### src/verilog/mem_slave_params.svh
`ifndef MEM_SLAVE_PARAMS_SVH
`define MEM_SLAVE_PARAMS_SVH

// bus widths
// address, byte address of the AXI-style channels
`define MS_ADDR_W 32

// data, one 64-bit word per beat
`define MS_DATA_W 64

// one strobe bit per data byte
`define MS_STRB_W 8

// transaction id on AR, AW, R and B
`define MS_ID_W 4

// memory window
// first byte address served by the array
`define MS_MEM_BASE 32'h8000_0000

// depth in 64-bit words, power of two
// 256 words gives a 2 KiB window
`define MS_MEM_WORDS 256

// latency model
// wait cycles between the accepted request and the array access
// must be at least 1
`define MS_WAIT_CYCLES 3

`endif

### src/verilog/axi_bus_pkg.sv
package axi_bus_pkg;

  // controller states
  // one transaction at a time, reads and writes share the sequence
  typedef enum logic [2:0] {
    // waiting for AW or AR, writes win a tie
    IDLE    = 3'd0,
    // read address taken, latency timer running
    RD_WAIT = 3'd1,
    // read data on R, held until r_ready_i
    RD_RESP = 3'd2,
    // write address taken, waiting for the W beat
    WR_DATA = 3'd3,
    // write data taken, latency timer running
    WR_WAIT = 3'd4,
    // write response on B, held until b_ready_i
    WR_RESP = 3'd5
  } txn_state_e;

  // response codes on R and B
  // only the two codes this slave can return
  typedef enum logic [1:0] {
    // access hit the array
    OKAY   = 2'b00,
    // address outside the window
    SLVERR = 2'b10
  } axi_resp_e;

endpackage

### src/verilog/mem_op_pkg.sv
package mem_op_pkg;

  // array opcodes
  // driven by the controller for a single cycle per access
  typedef enum logic [1:0] {
    // idle, array untouched
    MEM_NOP   = 2'd0,
    // register the addressed word onto the read data
    MEM_READ  = 2'd1,
    // merge the write data into the addressed word by strobe
    MEM_WRITE = 2'd2
  } mem_op_e;

endpackage

### src/verilog/axi_txn_ctrl.sv
`include "mem_slave_params.svh"

module axi_txn_ctrl (
  input  logic                   clock,
  input  logic                   reset_n,
  // read address channel
  input  logic                   ar_valid_i,
  output logic                   ar_ready_o,
  input  logic [`MS_ADDR_W-1:0]  ar_addr_i,
  input  logic [`MS_ID_W-1:0]    ar_id_i,
  // read data channel
  output logic                   r_valid_o,
  input  logic                   r_ready_i,
  output logic [`MS_DATA_W-1:0]  r_data_o,
  output axi_bus_pkg::axi_resp_e r_resp_o,
  output logic [`MS_ID_W-1:0]    r_id_o,
  output logic                   r_last_o,
  // write address channel
  input  logic                   aw_valid_i,
  output logic                   aw_ready_o,
  input  logic [`MS_ADDR_W-1:0]  aw_addr_i,
  input  logic [`MS_ID_W-1:0]    aw_id_i,
  // write data channel
  input  logic                   w_valid_i,
  output logic                   w_ready_o,
  input  logic [`MS_DATA_W-1:0]  w_data_i,
  input  logic [`MS_STRB_W-1:0]  w_strb_i,
  input  logic                   w_last_i,
  // write response channel
  output logic                   b_valid_o,
  input  logic                   b_ready_i,
  output axi_bus_pkg::axi_resp_e b_resp_o,
  output logic [`MS_ID_W-1:0]    b_id_o,
  // latency timer
  output logic                   timer_start_o,
  input  logic                   timer_done_i,
  // memory array port
  output mem_op_pkg::mem_op_e    mem_op_o,
  output logic [`MS_ADDR_W-1:0]  mem_addr_o,
  output logic [`MS_DATA_W-1:0]  mem_wdata_o,
  output logic [`MS_STRB_W-1:0]  mem_wstrb_o,
  input  logic                   mem_hit_i,
  input  logic [`MS_DATA_W-1:0]  mem_rdata_i
);

  import axi_bus_pkg::*;
  import mem_op_pkg::*;

  txn_state_e             state_q;
  logic                   timer_start_q;
  logic [`MS_ADDR_W-1:0]  addr_q;
  logic [`MS_ID_W-1:0]    id_q;
  logic [`MS_DATA_W-1:0]  wdata_q;
  logic [`MS_STRB_W-1:0]  wstrb_q;
  axi_resp_e              resp_q;
  logic                   ar_hs;
  logic                   r_hs;
  logic                   aw_hs;
  logic                   w_hs;
  logic                   b_hs;
  logic                   access_done;

  // ready and valid straight from the state
  assign aw_ready_o = (state_q == IDLE);
  // reads only when no write address is pending
  assign ar_ready_o = (state_q == IDLE) && !aw_valid_i;
  assign w_ready_o  = (state_q == WR_DATA);
  assign r_valid_o  = (state_q == RD_RESP);
  assign b_valid_o  = (state_q == WR_RESP);

  // handshakes
  assign ar_hs = ar_valid_i && ar_ready_o;
  assign r_hs  = r_valid_o && r_ready_i;
  assign aw_hs = aw_valid_i && aw_ready_o;
  assign w_hs  = w_valid_i && w_ready_o;
  assign b_hs  = b_valid_o && b_ready_i;

  // latency over, array access happens this cycle
  assign access_done = timer_done_i && (state_q == RD_WAIT || state_q == WR_WAIT);

  // state sequence and the timer kick
  always_ff @(posedge clock) begin
    if (!reset_n) begin
      state_q       <= IDLE;
      timer_start_q <= 1'b0;
    end else begin
      // start is a single-cycle pulse
      timer_start_q <= 1'b0;
      case (state_q)
        IDLE: begin
          if (aw_hs) begin
            state_q <= WR_DATA;
          end else if (ar_hs) begin
            state_q       <= RD_WAIT;
            timer_start_q <= 1'b1;
          end
        end
        RD_WAIT: begin
          if (timer_done_i) begin
            state_q <= RD_RESP;
          end
        end
        RD_RESP: begin
          if (r_hs) begin
            state_q <= IDLE;
          end
        end
        WR_DATA: begin
          // single beat, a missing last still ends the burst
          if (w_hs) begin
            state_q       <= WR_WAIT;
            timer_start_q <= 1'b1;
          end
        end
        WR_WAIT: begin
          if (timer_done_i) begin
            state_q <= WR_RESP;
          end
        end
        WR_RESP: begin
          if (b_hs) begin
            state_q <= IDLE;
          end
        end
        default: begin
          state_q <= IDLE;
        end
      endcase
    end
  end

  // transaction payload
  always_ff @(posedge clock) begin
    // one address and id register serves both directions
    if (aw_hs) begin
      addr_q <= aw_addr_i;
      id_q   <= aw_id_i;
    end else if (ar_hs) begin
      addr_q <= ar_addr_i;
      id_q   <= ar_id_i;
    end
    if (w_hs) begin
      wdata_q <= w_data_i;
      wstrb_q <= w_strb_i;
    end
    // response follows the range decode at access time
    if (access_done) begin
      resp_q <= mem_hit_i ? OKAY : SLVERR;
    end
  end

  assign timer_start_o = timer_start_q;

  // array opcode, one cycle at the end of the wait
  always_comb begin
    mem_op_o = MEM_NOP;
    if (timer_done_i && state_q == RD_WAIT) begin
      mem_op_o = MEM_READ;
    end else if (timer_done_i && state_q == WR_WAIT && mem_hit_i) begin
      // a miss drops the write
      mem_op_o = MEM_WRITE;
    end
  end

  assign mem_addr_o  = addr_q;
  assign mem_wdata_o = wdata_q;
  assign mem_wstrb_o = wstrb_q;

  // read side, data is the registered array output
  assign r_data_o = mem_rdata_i;
  assign r_resp_o = resp_q;
  assign r_id_o   = id_q;
  // no bursts, every beat is the last
  assign r_last_o = r_valid_o;

  // write response side
  assign b_resp_o = resp_q;
  assign b_id_o   = id_q;

  // only one response channel active at a time
  a_one_resp: assert property (@(posedge clock) disable iff (!reset_n)
    !(r_valid_o && b_valid_o));

  // stalled read keeps valid and data from the array register
  a_r_hold: assert property (@(posedge clock) disable iff (!reset_n)
    r_valid_o && !r_ready_i |=> r_valid_o && $stable(r_data_o));

  // single-beat writes must carry last
  a_w_last: assert property (@(posedge clock) disable iff (!reset_n)
    w_hs |-> w_last_i);

endmodule

### config.mk
export PLATFORM = sky130hd
export DESIGN_NAME = axi_txn_ctrl
export DESIGN_NICKNAME = d
export VERILOG_FILES = /design/src/verilog/axi_bus_pkg.sv /design/src/verilog/mem_op_pkg.sv /design/src/verilog/axi_txn_ctrl.sv
export VERILOG_INCLUDE_DIRS = /design/src /design/src/verilog
export SDC_FILE = /design/constraint.sdc
export NUM_CORES = 1
export LEC_CHECK = 0
export BUFFER_PORTS_ARGS = -buffer_cell sky130_fd_sc_hd__buf_2
export CORE_AREA = 2 2 157 159
export DETAILED_ROUTE_END_ITERATION = 8
export DIE_AREA = 0 0 159 161
export PLACE_DENSITY = 0.59
export SLEW_MARGIN = 20
export SYNTH_ARGS = -nofsm -noshare
export SYNTH_HDL_FRONTEND = slang
export SYNTH_SLANG_ARGS = --single-unit
### constraint.sdc
create_clock -name clock -period 5.1 [get_ports clock]
set_input_delay 1.02 -clock clock [delete_from_list [all_inputs] [get_ports clock]]
set_output_delay 1.02 -clock clock [all_outputs]
set_load 0.05 [all_outputs]
==> results.sh <==
export IMPL_layout_drive_gt1_share=0.694
export IMPL_synth_ff_type="edfxtp_1"
export IMPL_yosysTopAreaCell="edfxtp_1"
export IMPL_powerDensity_nw_per_um2=580
export IMPL_cts_sinks=113
export IMPL_drc=0
export IMPL_die_w_um=159
export IMPL_r2r_start="state_q[0]$_SDFFE_PN0P_"
export IMPL_start_util=0.199
export IMPL_route_met3_wl_um=2050
export IMPL_cts_made_buffers=17
export IMPL_coreArea_um2=24000
export IMPL_grt_max_degree=38
export IMPL_critPathLaunch="state_q[0]$_SDFFE_PN0P_"
export IMPL_top_layer="met4"
export IMPL_hp_class="reg2reg"
export IMPL_fillers=2476
export IMPL_grt_total_usage=0.119
export IMPL_arrival_ns=1.73
export IMPL_gp_congestion=0.807
export IMPL_cp_end_kind="output port"
export IMPL_num_io_pins=407
export IMPL_instances_no_fill=822
export IMPL_outcome="completed"
export IMPL_tightest_slew_ns=0.821
export IMPL_wl_um=15700
export IMPL_avgRoutedWirePerCell_um=19.1
export IMPL_hp_start="state_q[1]$_SDFFE_PN0P_"
export IMPL_place_ws_ns=2.31
export IMPL_place_hpwl_um=12700
export IMPL_total_leakage_power_nw=2.78
export IMPL_critPathRequiredTime_ns=4.08
export IMPL_cts_clk_slew_worst_paths_ns=0.06
export IMPL_ant_nets=0
export IMPL_synth_most_common_cell="edfxtp_1"
export IMPL_finalCriticalPeriod_ns=2.75
export IMPL_ys_seq_area_frac=0.704
export IMPL_yosysWarningCount=0
export IMPL_p_int_mw=2.27
export IMPL_rsz0062_at_grt="no"
export IMPL_yosys_cell_types_count=34
export IMPL_clkLatencyLatePin_ns=0.40
export IMPL_fin_crit_sh=0.540
export IMPL_yosys_area_top_type_share=0.687
export IMPL_peakVddDrop_uv=182
export IMPL_synth_edf_count=109
export IMPL_die_h_um=161
export IMPL_cts_root_buf="clkbuf_16"
export IMPL_grt_pass1_wl_um=21300
export IMPL_vias=2987
export IMPL_swShare=0.401
export IMPL_drt_iter0_markers=141
export IMPL_via_per_inst=3.63
export IMPL_final_setup_worst_slack_ns=2.35
export IMPL_synth_commonest_cells="109 x edfxtp_1, 73 x buf_4, 30 x mux2_4"
export IMPL_ys_ff_latch=113
export IMPL_wl_met1_um=4730
export IMPL_path_class="reg2out"
export IMPL_wl_met2_um=8660
export IMPL_ys_async_sr_fraction=0
export IMPL_htree_num_levels=4
export IMPL_hold_buffers=0
export IMPL_fmax_mhz=363
export IMPL_finalMaxSlewViolations=0
export IMPL_rows=57
export IMPL_setup_viol=0
export IMPL_port_buffers=275
export IMPL_power_share_clock=0.318
export IMPL_ctsResizeCount=0
export IMPL_first_global_vias=3009
export IMPL_antenna_found_initial=4
export IMPL_fin_skew_ns=0.00944
export IMPL_start_kind="register"
export IMPL_grt_ovfl_total=0
export IMPL_hold_viol=0
export IMPL_combPwrFrac=0.335
export IMPL_syn_inst=267
export IMPL_power_switching_mw=1.52
export IMPL_critPathMaxFanout=12
export IMPL_synth_area_top_cells="edfxtp_1 69%, buf_4 12%, mux2_4 9.5%, dfxtp_1 1.7%, mux2_1 1.4%"
export IMPL_cts_tree="yes"
export IMPL_syn_area_um2=4760
export IMPL_clk_path_buf_depth=2
export IMPL_drtPass1Iterations=4
export IMPL_syn_avg_cell_area_um2=17.8
export IMPL_die_area_um2=25600
export IMPL_max_cap_viol_count=0
export IMPL_pwr_share_seq=0.347
export IMPL_post_cts_buffers=0
export IMPL_tns_ns=0
export IMPL_dp_cells=789
export IMPL_area_delta_synth_final_pct=36.9
export IMPL_slew_headroom=0.453
export IMPL_nNetsFinal=702
## power groups by stage
stage	Sequential (mW)	Combinational (mW)	Clock (mW)
floorplan	1.83	0.665	0
global placement	1.33	1.28	0
detailed placement	1.34	1.29	0
CTS	1.32	1.29	1.24
global route	1.33	1.33	1.28
finish	1.31	1.27	1.20
## area by class of cell
class	count	area, µm²	share of cell area
multi-input combinational	72	774	0.119
sequential	113	3350	0.514
tap	324	405	0.0622
clock buffer	17	425	0.0652
clock inverter	15	161	0.0248
antenna	1	2.50	0.000384
timing repair buffer	276	1380	0.212
inverter	4	15.0	0.00230
## metrics by stage
step	power, mW	utilization	hold slack, ns	instance area, µm²
3_5_place_dp	2.63	0.247	0.648	5930
6_report	3.78	0.272	0.665	6520
3_3_place_gp	2.62	0.247	0.624	5930
5_1_grt	3.95	0.272	0.707	6520
2_1_floorplan	2.49	-	0.638	4770
4_1_cts	3.85	0.272	0.655	6510
## cells by family after synthesis
logic type	share of synthesized area
flops	0.704
simple gates	0.0289
buf+inv	0.136
other cells	0.000787
xor+xnor	0.00184
compound gates	0.0158
mux	0.113
## placed cells by master (no fill, tap or decap), drive strengths merged, types with 2 or more instances in the layout
cell	n
clkinvlp	3
buf	276
edfxtp	109
nand2	5
clkbuf	17
nor3b	2
and2	2
inv	15
mux2i	2
a21boi	2
dfxtp	4
conb	2
mux2	36
nor2	4
nor3	2
## routing by layer
layer  vias up  global-route usage
li1       1342                   -
met1      1354               0.102
met2       264               0.227
met3        27              0.0681
met4         0              0.0459
met5         -                   0
## state kept, by name, indices dropped and copies added (netlist names)
name	cells
mem_addr_o	32
b_resp_o	1
b_id_o	4
state_q	3
mem_wstrb_o	8
timer_start_o	1
mem_wdata_o	64
## final timing paths
path                         endpoint  cells after the start  slack [ns]
max                       mem_op_o[0]                      3        2.35
min           state_q[1]$_SDFFE_PN0P_                      2        0.66
max reg2reg  mem_wdata_o[1]$_DFFE_PP_                      5        2.64
min reg2reg   state_q[1]$_SDFFE_PN0P_                      2        0.66
## worst max-delay path, stage by stage (launching register included)
cell and delay [ns]:
dfxtp_1 0.60, nor2b_1 0.28, and3b_1 0.19, buf_2 0.26
Power figures use the tool's default switching activity.
